`src/fe_consts.svh`:
```
// Microcode loader constants for field widths, credit depth and character codes
`ifndef FE_CONSTS_SVH
`define FE_CONSTS_SVH

// Character stream and ASCIIized field widths
`define FE_CHAR_W      7
`define FE_FIELD_W     6
`define FE_WORD_W      16

// Receive FIFO depth, which is also the sender's starting credit count
`define FE_CREDITS     4

// RAM geometry
`define FE_CRAM_W      86
`define FE_CRAM_ADR_W  11
`define FE_DRAM_ADR_W  8

// Load file words per RAM write
`define FE_CRAM_GROUP  6
`define FE_DRAM_GROUP  3

// Separators
`define FE_CH_COMMA    7'o054
`define FE_CH_NL       7'o012
`define FE_CH_CR       7'o015
`define FE_CH_SPACE    7'o040

// Record type letters
`define FE_CH_C        7'h43
`define FE_CH_D        7'h44
`define FE_CH_SEMI     7'h3b

`endif

```
`src/load_stream_pkg.sv`:
```
// Load stream types: decoder token kinds, record types and parser states
`default_nettype none

package load_stream_pkg;

  // Tokens leaving the field decoder
  typedef enum logic [1:0] {
    TOK_TYPE,  // First character of a line
    TOK_WORD,  // Field closed by comma or newline
    TOK_EOL    // Newline
  } token_kind_e;

  // Record being parsed
  typedef enum logic [1:0] {
    REC_NONE,  // Comment line, reports nothing
    REC_CRAM,  // C record
    REC_DRAM,  // D record
    REC_SKIP   // Unknown letter, reported bad at end of line
  } rec_type_e;

  // Parser FSM
  typedef enum logic [2:0] {
    ST_IDLE,   // Waiting for a type token
    ST_WC,     // Expecting the word count
    ST_ADR,    // Expecting the start address
    ST_DATA,   // Data words, grouped per RAM write
    ST_CKSUM,  // Expecting the negated checksum
    ST_TAIL,   // Record complete, only EOL expected
    ST_SKIP    // Discard words up to EOL
  } parse_state_e;

endpackage

`default_nettype wire

```
`src/ucode_fmt_pkg.sv`:
```
// Control-RAM and dispatch-RAM word and address types for the microcode loader
`default_nettype none

`include "fe_consts.svh"

package ucode_fmt_pkg;

  ////////////////////////////////////////
  // Control RAM
  ////////////////////////////////////////

  // Numbered as in the hardware, bit 0 is the most significant
  // Load file supplies 64-79, 48-63, 32-47, 16-31, 0-15, then 80-85
  typedef logic [0:`FE_CRAM_W-1] cram_word_t;

  // Control-RAM location
  typedef logic [`FE_CRAM_ADR_W-1:0] cram_adr_t;

  ////////////////////////////////////////
  // Dispatch RAM
  ////////////////////////////////////////

  // Addresses even locations of an even/odd pair
  // Steps by two per written pair
  typedef logic [`FE_DRAM_ADR_W-1:0] dram_adr_t;

  ////////////////////////////////////////
  // Load file
  ////////////////////////////////////////

  // One decoded PDP-11 style word from the load file
  typedef logic [`FE_WORD_W-1:0] load_word_t;

endpackage

`default_nettype wire

```
`src/load_token_if.sv`:
```
// Token channel from the ASCIIized field decoder to the record parser
`timescale 1ns/1ps
`default_nettype none

`include "fe_consts.svh"

interface load_token_if;

  // One token per cycle while high, sink never stalls
  logic                  valid;
  // Token kind, same encoding as the load stream token enum
  logic [1:0]            kind;
  // Line's first character, meaningful for type tokens
  logic [`FE_CHAR_W-1:0] rtype_char;
  // Decoded field, meaningful for word tokens
  logic [`FE_WORD_W-1:0] word;

  // Decoder side
  modport source (output valid, kind, rtype_char, word);

  // Parser side
  modport sink (input valid, kind, rtype_char, word);

endinterface

`default_nettype wire

```
`src/ascii_field_decoder.sv`:
```
// Turns ASCIIized load file characters into type, word and end-of-line tokens
`timescale 1ns/1ps
`default_nettype none

`include "fe_consts.svh"

module ascii_field_decoder (
  input  wire                   clk,
  input  wire                   rst_n,
  input  wire                   in_valid,
  input  wire [`FE_CHAR_W-1:0]  in_char,
  load_token_if.source          tok
);

  // Token contents, packed in the order of the interface fields
  typedef struct packed {
    load_stream_pkg::token_kind_e kind;
    logic [`FE_CHAR_W-1:0]        rtype_char;
    ucode_fmt_pkg::load_word_t    word;
  } token_t;

  ////////////////////////////////////////
  // Character classification
  ////////////////////////////////////////

  logic [`FE_WORD_W-1:0] acc;
  logic                  field_seen;
  logic                  at_line_start;
  logic                  is_blank;
  logic                  is_data;

  assign is_blank = (in_char == `FE_CH_CR) || (in_char == `FE_CH_SPACE);
  // ASCIIized characters run from 075 to 174
  assign is_data  = (in_char >= 7'o075) && (in_char <= 7'o174);

  ////////////////////////////////////////
  // Tokens produced by this character
  ////////////////////////////////////////

  token_t new0;
  token_t new1;
  token_t pend;
  logic   new0_v;
  logic   new1_v;
  logic   pend_v;

  always_comb begin
    new0_v = 1'b0;
    new1_v = 1'b0;
    new0   = '{kind: load_stream_pkg::TOK_WORD, rtype_char: in_char, word: acc};
    new1   = '{kind: load_stream_pkg::TOK_EOL, rtype_char: in_char, word: acc};
    if (in_valid && !is_blank) begin
      if (in_char == `FE_CH_NL) begin
        // Open field goes out first, EOL follows a cycle later
        new0_v = 1'b1;
        if (field_seen) begin
          new1_v = 1'b1;
        end else begin
          new0.kind = load_stream_pkg::TOK_EOL;
        end
      end else if (at_line_start) begin
        new0_v    = 1'b1;
        new0.kind = load_stream_pkg::TOK_TYPE;
      end else if (in_char == `FE_CH_COMMA) begin
        // Comma closes the field, empty means zero
        new0_v = 1'b1;
      end
    end
  end

  ////////////////////////////////////////
  // Field accumulation and token output
  ////////////////////////////////////////

  // A newline after data yields two tokens, the one-entry slot absorbs the
  // extra and drains on the next data character or idle cycle
  always_ff @(posedge clk) begin
    if (!rst_n) begin
      acc           <= '0;
      field_seen    <= 1'b0;
      at_line_start <= 1'b1;
      pend_v        <= 1'b0;
      tok.valid     <= 1'b0;
    end else begin
      if (pend_v) begin
        tok.valid <= 1'b1;
        pend_v    <= new0_v;
      end else begin
        tok.valid <= new0_v;
        pend_v    <= new1_v;
      end
      if (in_valid && !is_blank) begin
        if (in_char == `FE_CH_NL) begin
          acc           <= '0;
          field_seen    <= 1'b0;
          at_line_start <= 1'b1;
        end else if (at_line_start) begin
          at_line_start <= 1'b0;
        end else if (in_char == `FE_CH_COMMA) begin
          acc        <= '0;
          field_seen <= 1'b0;
        end else if (is_data) begin
          // Six new low bits, oldest bits fall off the top
          acc        <= {acc[`FE_WORD_W-`FE_FIELD_W-1:0], in_char[`FE_FIELD_W-1:0]};
          field_seen <= 1'b1;
        end
      end
    end
  end

  // Payload follows the same ordering as valid
  always_ff @(posedge clk) begin
    if (pend_v) begin
      {tok.kind, tok.rtype_char, tok.word} <= pend;
      pend <= new0;
    end else begin
      {tok.kind, tok.rtype_char, tok.word} <= new0;
      pend <= new1;
    end
  end

endmodule

`default_nettype wire

```
`src/credit_char_rx.sv`:
```
// Character receive FIFO that drains every cycle and returns one credit per pop
`timescale 1ns/1ps
`default_nettype none

`include "fe_consts.svh"

module credit_char_rx (
  input  wire                    clk,
  input  wire                    rst_n,
  input  wire                    char_valid,
  input  wire  [`FE_CHAR_W-1:0]  char_data,
  output logic                   out_valid,
  output logic [`FE_CHAR_W-1:0]  out_char,
  output logic                   char_credit
);

  localparam int PTR_W = $clog2(`FE_CREDITS);

  // Storage, one slot per outstanding credit
  logic [`FE_CHAR_W-1:0] mem [`FE_CREDITS];

  logic [PTR_W-1:0] wr_ptr;
  logic [PTR_W-1:0] rd_ptr;
  // Occupancy, one bit wider than the pointers so full is visible
  logic [PTR_W:0]   count;
  logic             pop;

  // Downstream always takes a character, so anything held leaves now
  assign pop       = (count != '0);
  assign out_valid = pop;
  assign out_char  = mem[rd_ptr];

  always_ff @(posedge clk) begin
    if (char_valid) begin
      mem[wr_ptr] <= char_data;
    end
  end

  always_ff @(posedge clk) begin
    if (!rst_n) begin
      wr_ptr      <= '0;
      rd_ptr      <= '0;
      count       <= '0;
      char_credit <= 1'b0;
    end else begin
      if (char_valid) begin
        wr_ptr <= wr_ptr + 1'b1;
      end
      if (pop) begin
        rd_ptr <= rd_ptr + 1'b1;
      end
      case ({char_valid, pop})
        2'b10:   count <= count + 1'b1;
        2'b01:   count <= count - 1'b1;
        default: count <= count;
      endcase
      // Credit goes back the cycle after the slot frees up
      char_credit <= pop;
    end
  end

  // Sender honours the credit count, so a push never meets a full FIFO
  a_no_overflow: assert property (
    @(posedge clk) disable iff (!rst_n) char_valid |-> (count < `FE_CREDITS)
  ) else $error("credit_char_rx: write while full, count=%0d", count);

endmodule

`default_nettype wire

```
`src/load_record_parser.sv`:
```
// Record FSM that builds RAM writes from tokens and checks each line's checksum
`timescale 1ns/1ps
`default_nettype none

`include "fe_consts.svh"

module load_record_parser (
  input  wire                        clk,
  input  wire                        rst_n,
  load_token_if.sink                 tok,
  output logic                       cram_wr,
  output ucode_fmt_pkg::cram_adr_t   cram_adr,
  output ucode_fmt_pkg::cram_word_t  cram_data,
  output logic                       dram_wr,
  output ucode_fmt_pkg::dram_adr_t   dram_adr,
  output ucode_fmt_pkg::load_word_t  dram_even,
  output ucode_fmt_pkg::load_word_t  dram_odd,
  output ucode_fmt_pkg::load_word_t  dram_common,
  output logic                       rec_done,
  output logic                       rec_err
);

  load_stream_pkg::token_kind_e  kind;
  load_stream_pkg::parse_state_e state;
  load_stream_pkg::rec_type_e    rtype;

  // Position inside the current RAM word group
  logic [2:0]                grp;
  logic [2:0]                grp_last;
  logic                      grp_done;
  // Data words still expected before the checksum
  ucode_fmt_pkg::load_word_t remaining;
  // Running 16-bit sum, zero at EOL for a good line
  ucode_fmt_pkg::load_word_t sum;
  logic                      bad;
  logic                      wc_ragged;
  logic                      data_tok;
  // Next write address per RAM, kept across records for ADR = 0
  ucode_fmt_pkg::cram_adr_t  next_cadr;
  ucode_fmt_pkg::dram_adr_t  next_dadr;

  assign kind = load_stream_pkg::token_kind_e'(tok.kind);

  assign grp_last = (rtype == load_stream_pkg::REC_CRAM) ? 3'(`FE_CRAM_GROUP - 1)
                                                          : 3'(`FE_DRAM_GROUP - 1);

  // Word count must cover whole groups
  assign wc_ragged = (rtype == load_stream_pkg::REC_CRAM) ? ((tok.word % `FE_CRAM_GROUP) != 0)
                                                           : ((tok.word % `FE_DRAM_GROUP) != 0);

  assign data_tok = tok.valid && (kind != load_stream_pkg::TOK_EOL) &&
                    (state == load_stream_pkg::ST_DATA);
  assign grp_done = data_tok && (grp == grp_last);

  ////////////////////////////////////////
  // Record FSM
  ////////////////////////////////////////

  always_ff @(posedge clk) begin
    cram_wr  <= 1'b0;
    dram_wr  <= 1'b0;
    rec_done <= 1'b0;
    rec_err  <= 1'b0;
    if (!rst_n) begin
      state     <= load_stream_pkg::ST_IDLE;
      rtype     <= load_stream_pkg::REC_NONE;
      grp       <= '0;
      remaining <= '0;
      sum       <= '0;
      bad       <= 1'b0;
      next_cadr <= '0;
      next_dadr <= '0;
    end else if (tok.valid && kind == load_stream_pkg::TOK_EOL) begin
      // Comment lines finish silently
      if (state != load_stream_pkg::ST_IDLE && rtype != load_stream_pkg::REC_NONE) begin
        rec_done <= 1'b1;
        rec_err  <= bad || (sum != '0) || (state != load_stream_pkg::ST_TAIL);
      end
      state <= load_stream_pkg::ST_IDLE;
    end else if (tok.valid) begin
      case (state)
        load_stream_pkg::ST_IDLE: begin
          if (kind == load_stream_pkg::TOK_TYPE) begin
            grp <= '0;
            sum <= '0;
            bad <= 1'b0;
            case (tok.rtype_char)
              `FE_CH_C: begin
                rtype <= load_stream_pkg::REC_CRAM;
                state <= load_stream_pkg::ST_WC;
              end
              `FE_CH_D: begin
                rtype <= load_stream_pkg::REC_DRAM;
                state <= load_stream_pkg::ST_WC;
              end
              `FE_CH_SEMI: begin
                rtype <= load_stream_pkg::REC_NONE;
                state <= load_stream_pkg::ST_SKIP;
              end
              default: begin
                // Unknown letter, flagged at end of line
                rtype <= load_stream_pkg::REC_SKIP;
                bad   <= 1'b1;
                state <= load_stream_pkg::ST_SKIP;
              end
            endcase
          end
        end
        load_stream_pkg::ST_WC: begin
          sum       <= tok.word;
          remaining <= tok.word;
          bad       <= wc_ragged;
          state     <= load_stream_pkg::ST_ADR;
        end
        load_stream_pkg::ST_ADR: begin
          sum <= sum + tok.word;
          // Zero address continues where the last record of this RAM stopped
          if (tok.word != '0) begin
            if (rtype == load_stream_pkg::REC_CRAM) begin
              next_cadr <= tok.word[`FE_CRAM_ADR_W-1:0];
            end else begin
              next_dadr <= tok.word[`FE_DRAM_ADR_W-1:0];
            end
          end
          state <= (remaining == '0) ? load_stream_pkg::ST_TAIL : load_stream_pkg::ST_DATA;
        end
        load_stream_pkg::ST_DATA: begin
          sum       <= sum + tok.word;
          remaining <= remaining - 1'b1;
          grp       <= grp_done ? '0 : grp + 1'b1;
          if (grp_done && rtype == load_stream_pkg::REC_CRAM) begin
            cram_wr   <= 1'b1;
            next_cadr <= next_cadr + 1'b1;
          end else if (grp_done) begin
            // Pairs of locations, so step by two
            dram_wr   <= 1'b1;
            next_dadr <= next_dadr + ucode_fmt_pkg::dram_adr_t'(2);
          end
          if (remaining == 1) begin
            state <= load_stream_pkg::ST_CKSUM;
          end
        end
        load_stream_pkg::ST_CKSUM: begin
          sum   <= sum + tok.word;
          state <= load_stream_pkg::ST_TAIL;
        end
        load_stream_pkg::ST_TAIL: begin
          // Anything after the checksum spoils the line
          bad <= 1'b1;
        end
        default: begin
          state <= state;
        end
      endcase
    end
  end

  ////////////////////////////////////////
  // Word assembly
  ////////////////////////////////////////

  // Output registers double as assembly and even/odd holding registers
  always_ff @(posedge clk) begin
    if (data_tok && rtype == load_stream_pkg::REC_CRAM) begin
      case (grp)
        3'd0: cram_data[64:79] <= tok.word;
        3'd1: cram_data[48:63] <= tok.word;
        3'd2: cram_data[32:47] <= tok.word;
        3'd3: cram_data[16:31] <= tok.word;
        3'd4: cram_data[0:15]  <= tok.word;
        default: begin
          // CALL and DISP field from the low six bits
          cram_data[80:85] <= tok.word[`FE_FIELD_W-1:0];
          cram_adr         <= next_cadr;
        end
      endcase
    end else if (data_tok) begin
      case (grp)
        3'd0: dram_even <= tok.word;
        3'd1: dram_odd  <= tok.word;
        default: begin
          dram_common <= tok.word;
          dram_adr    <= next_dadr;
        end
      endcase
    end
  end

  // One token completes at most one group of one RAM type
  a_one_ram: assert property (
    @(posedge clk) disable iff (!rst_n) !(cram_wr && dram_wr)
  ) else $error("load_record_parser: cram_wr and dram_wr together");

  // Errors only come with a finished record
  a_err_done: assert property (
    @(posedge clk) disable iff (!rst_n) rec_err |-> rec_done
  ) else $error("load_record_parser: rec_err without rec_done");

endmodule

`default_nettype wire

```
`src/ucode_loader_top.sv`:
```
// Microcode loader front end from credited character input to RAM write strobes
`timescale 1ns/1ps
`default_nettype none

`include "fe_consts.svh"

module ucode_loader_top (
  input  wire                        clk,
  input  wire                        rst_n,
  input  wire                        char_valid,
  input  wire  [`FE_CHAR_W-1:0]      char_data,
  output logic                       char_credit,
  output logic                       cram_wr,
  output ucode_fmt_pkg::cram_adr_t   cram_adr,
  output ucode_fmt_pkg::cram_word_t  cram_data,
  output logic                       dram_wr,
  output ucode_fmt_pkg::dram_adr_t   dram_adr,
  output ucode_fmt_pkg::load_word_t  dram_even,
  output ucode_fmt_pkg::load_word_t  dram_odd,
  output ucode_fmt_pkg::load_word_t  dram_common,
  output logic                       rec_done,
  output logic                       rec_err
);

  // FIFO to decoder, one character per cycle
  logic                  rx_valid;
  logic [`FE_CHAR_W-1:0] rx_char;

  // Decoder to parser token channel
  load_token_if tok_if ();

  credit_char_rx rx_i (
    .clk         (clk),
    .rst_n       (rst_n),
    .char_valid  (char_valid),
    .char_data   (char_data),
    .out_valid   (rx_valid),
    .out_char    (rx_char),
    .char_credit (char_credit)
  );

  ascii_field_decoder dec_i (
    .clk      (clk),
    .rst_n    (rst_n),
    .in_valid (rx_valid),
    .in_char  (rx_char),
    .tok      (tok_if.source)
  );

  load_record_parser parse_i (
    .clk         (clk),
    .rst_n       (rst_n),
    .tok         (tok_if.sink),
    .cram_wr     (cram_wr),
    .cram_adr    (cram_adr),
    .cram_data   (cram_data),
    .dram_wr     (dram_wr),
    .dram_adr    (dram_adr),
    .dram_even   (dram_even),
    .dram_odd    (dram_odd),
    .dram_common (dram_common),
    .rec_done    (rec_done),
    .rec_err     (rec_err)
  );

endmodule

`default_nettype wire
```
`config.mk`:
```
export PLATFORM = sky130hd
export DESIGN_NAME = ucode_loader_top
export DESIGN_NICKNAME = d
export VERILOG_FILES = /design/src/load_stream_pkg.sv /design/src/ucode_fmt_pkg.sv /design/src/load_token_if.sv /design/src/ascii_field_decoder.sv /design/src/credit_char_rx.sv /design/src/load_record_parser.sv /design/src/ucode_loader_top.sv
export VERILOG_INCLUDE_DIRS = /design/src
export SDC_FILE = /design/constraint.sdc
export NUM_CORES = 1
export LEC_CHECK = 0
export BUFFER_PORTS_ARGS = -buffer_cell sky130_fd_sc_hd__buf_4
export CAP_MARGIN = 25
export CORE_UTILIZATION = 55
export CTS_CLUSTER_SIZE = 10
export DETAILED_ROUTE_END_ITERATION = 12
export PLACE_DENSITY = 0.75
export SYNTH_ARGS = -nofsm -noshare
export SYNTH_HDL_FRONTEND = slang
export SYNTH_SLANG_ARGS = --single-unit
```
`constraint.sdc`:
```
create_clock -name clk -period 14.49 [get_ports clk]
set_input_delay 0.7245 -clock clk [delete_from_list [all_inputs] [get_ports clk]]
set_output_delay 0.7245 -clock clk [all_outputs]
set_load 0.01 [all_outputs]
```
==> metrics.md <==
| Metric | Value |
|---|---|
| Unrepaired setup endpoints after global routing | false |
| GP Congestion | 0.897 |
| Initial antenna violation count | 0 |
| Total Power | 2.31 mW |
| Kind of critical path | flop to flop |
| Core Util, Final | 66.8% |
| Top-count cell post-synth | edfxtp_1 |
| Synthesized area | 15400 sq um |
| Global-route wire length before repair | 62400 um |
| Die Ht | 170 um |
| Layout cells sized above 1 | 19.2% |
| EDFF count, synth | 181 |
| Arrival @ worst endpoint | 7.68 ns |
| CTS tree | built |
| FF+latch count, synth | 325 |
| Root Buffer | clkbuf_16 |
| Nets | 1671 |
| PortBufs | 167 |
| Crit path largest cell delay | 0.81 ns |
| Setup crit end kind | flop |
| Synth Flop Type | edfxtp_1 |
| # diodes | 0 |
| Period Utilization, post-route | 50.1% |
| Pins Over Slew Limit | 0 |
| Ys Warns | 0 |
| Clock Skews | 0.0184 ns |
| Hold slack | 0.360 ns |
| Lkg Pwr | 6.74 nW |
| Setup TNS | 0 ns |
| Mean post-synth cell area | 10.5 sq um |
| Worst EP required | 14.90 ns |
| Crit start category | flop |
| CTS Hold Buffers Added | 0 |
| Routed len/inst | 19.4 um |
| Core area | 27300 sq um |
| Detailed-route vias per instance | 6.03 |
| Die width | 170 um |
| Clock slew seen by the registers of the worst setup and hold paths | 0.05 ns |
| Number of max-cap violations | 0 |
| Syn Nets | 1518 |
| Status | finished clean |
| Post-synth top area share | 35.2% |
| Largest net degree at the start of global routing | 48 |
| Worst VDD drop | 122 uV |
| CTS Sinks | 325 |
| Max Freq | 0.138 GHz |
| Site Rows | 60 |
| Routed Antenna Nets | 0 |
| Tightest Pin Transition | 0.955 ns |
| Crit-path leading delay family | simple AND/OR/NAND/NOR gates |
| Distinct cells, synth | 93 |
| Yosys top cell by area | edfxtp_1 |
| Initial drt markers | 1023 |
| Ranking of synthesized cells by area | edfxtp_1 (35%), dfxtp_1 (19%), nand2_1 (3.4%) |
| Drt pass-1 iters | 5 |
| Final Hold Viols | 0 |
| Critical path's slowest cell | dfxtp_1 |
| Ports | 168 |
| Synth async-reset ratio | 0% |
| Synth top cells by count | edfxtp_1 (181), dfxtp_1 (144), nand2_1 (141) |
| H-tree levels | 2 |
| Min-Delay Path Class | flop to flop |
| Area grow syn2layout | 17.8% |
| Maximum root-to-sink buffer count | 3 |
| Final wirelength | 39200 um |
| Global route overflow | 0 |
| CP Max Fanout | 22 |
| Clk_lat worst skew | 0.55 ns |
| Final worst path period need | 7.26 ns |
| Endpoints failing setup | 0 |
| CTS buffer count | 39 |
| Slew HR | 36.3% |
| DRC | 0 |
| Vias in the first global route | 11600 |
| WP buf/inv | 0 |
| DP HPWL | 25900 um |
| Die area | 28800 sq um |
| Total track usage | 27.7% |
| Syn Inst Count | 1473 |
| Sequential area share after synthesis | 53.8% |
| CTS resizes | 0 |
| Power Density | 127 nW/um^2 |
| Routed via count | 12200 |
| Initial core utilization | 56.7% |
| Setup Fix Bufs, Post-CTS | 0 |
state kept, by name, summed over array words and instances (netlist names), 7 cells and up, named ones only:
signal / flops
dec_i.acc: 16
dec_i.pend: 25
dec_i.tok.rtype_char: 7
dec_i.tok.word: 16
parse_i.cram_adr: 11
parse_i.cram_data: 86
parse_i.dram_adr: 8
parse_i.dram_common: 16
parse_i.dram_even: 16
parse_i.dram_odd: 16
parse_i.next_cadr: 11
parse_i.next_dadr: 8
parse_i.remaining: 16
parse_i.sum: 16
rx_i.mem: 28
cell usage in the layout (no fill, tap or decap), types with 33 or more instances in the layout:
cell type  instances
nand2_1          141
inv_1             37
a21oi_1           67
a22oi_1           52
nor3_1            37
nand3_1           55
dfxtp_1          144
o21ai_0           88
buf_4            189
clkbuf_16         39
ha_1              33
nor2_1           131
edfxtp_1         181
metal layers:
layer  share of wire, %  vias up  global-route usage [%]  wire length (um)
met5                  0        -                       0                 0
met4                3.9        0                    12.8              1530
met3                6.0       94                    4.08              2360
met2                 48      462                    46.6             18800
met1                 42     5881                    35.4             16600
li1                   -     5778                       -                 -
power breakdown:
part,internal (mW),switching [mW],total (mW)
Combinational,0.130,0.229,0.359
Sequential,1.02,0.0348,1.06
Clock,0.524,0.372,0.895
stage by stage:
stage | cells | instance area, sq um | setup slack [ns]
floorplan | 1473 | 15400 | 8.38
CTS | 2024 | 18200 | 7.30
global placement | 1953 | 17000 | 7.61
finish | 2025 | 18200 | 7.23
global route | 2025 | 18200 | 6.55
detailed placement | 1956 | 17000 | 7.37
logic make-up after synthesis:
| group | share of synthesized area [%] |
|---|---|
| compound gates | 16.8 |
| xor+xnor | 2.55 |
| fa+ha+maj | 2.93 |
| buf+inv | 3.25 |
| flops | 53.8 |
| mux | 3.15 |
| simple gates | 17.5 |
path summary, 6_finish.rpt:
kind,slack [ns],to,depth (start not counted),startpoint
max,7.23,parse_i.bad,25,dec_i.tok.word[15]
max reg2reg,7.23,parse_i.bad,25,dec_i.tok.word[15]
min,0.36,dec_i.pend[13],0,dec_i.acc[13]
min reg2reg,0.36,dec_i.pend[13],0,dec_i.acc[13]
cell type report:
class / count / area [sq um]
Sequential cell: 325 / 8320
Tap cell: 372 / 465
Multi-Input combinational cell: 1030 / 6640
Clock buffer: 64 / 1100
Inverter: 38 / 143
Clock inverter: 4 / 78.8
Fill cell: 2163 / 9060
Timing Repair Buffer: 192 / 1450
Power figures use the tool's default switching activity.
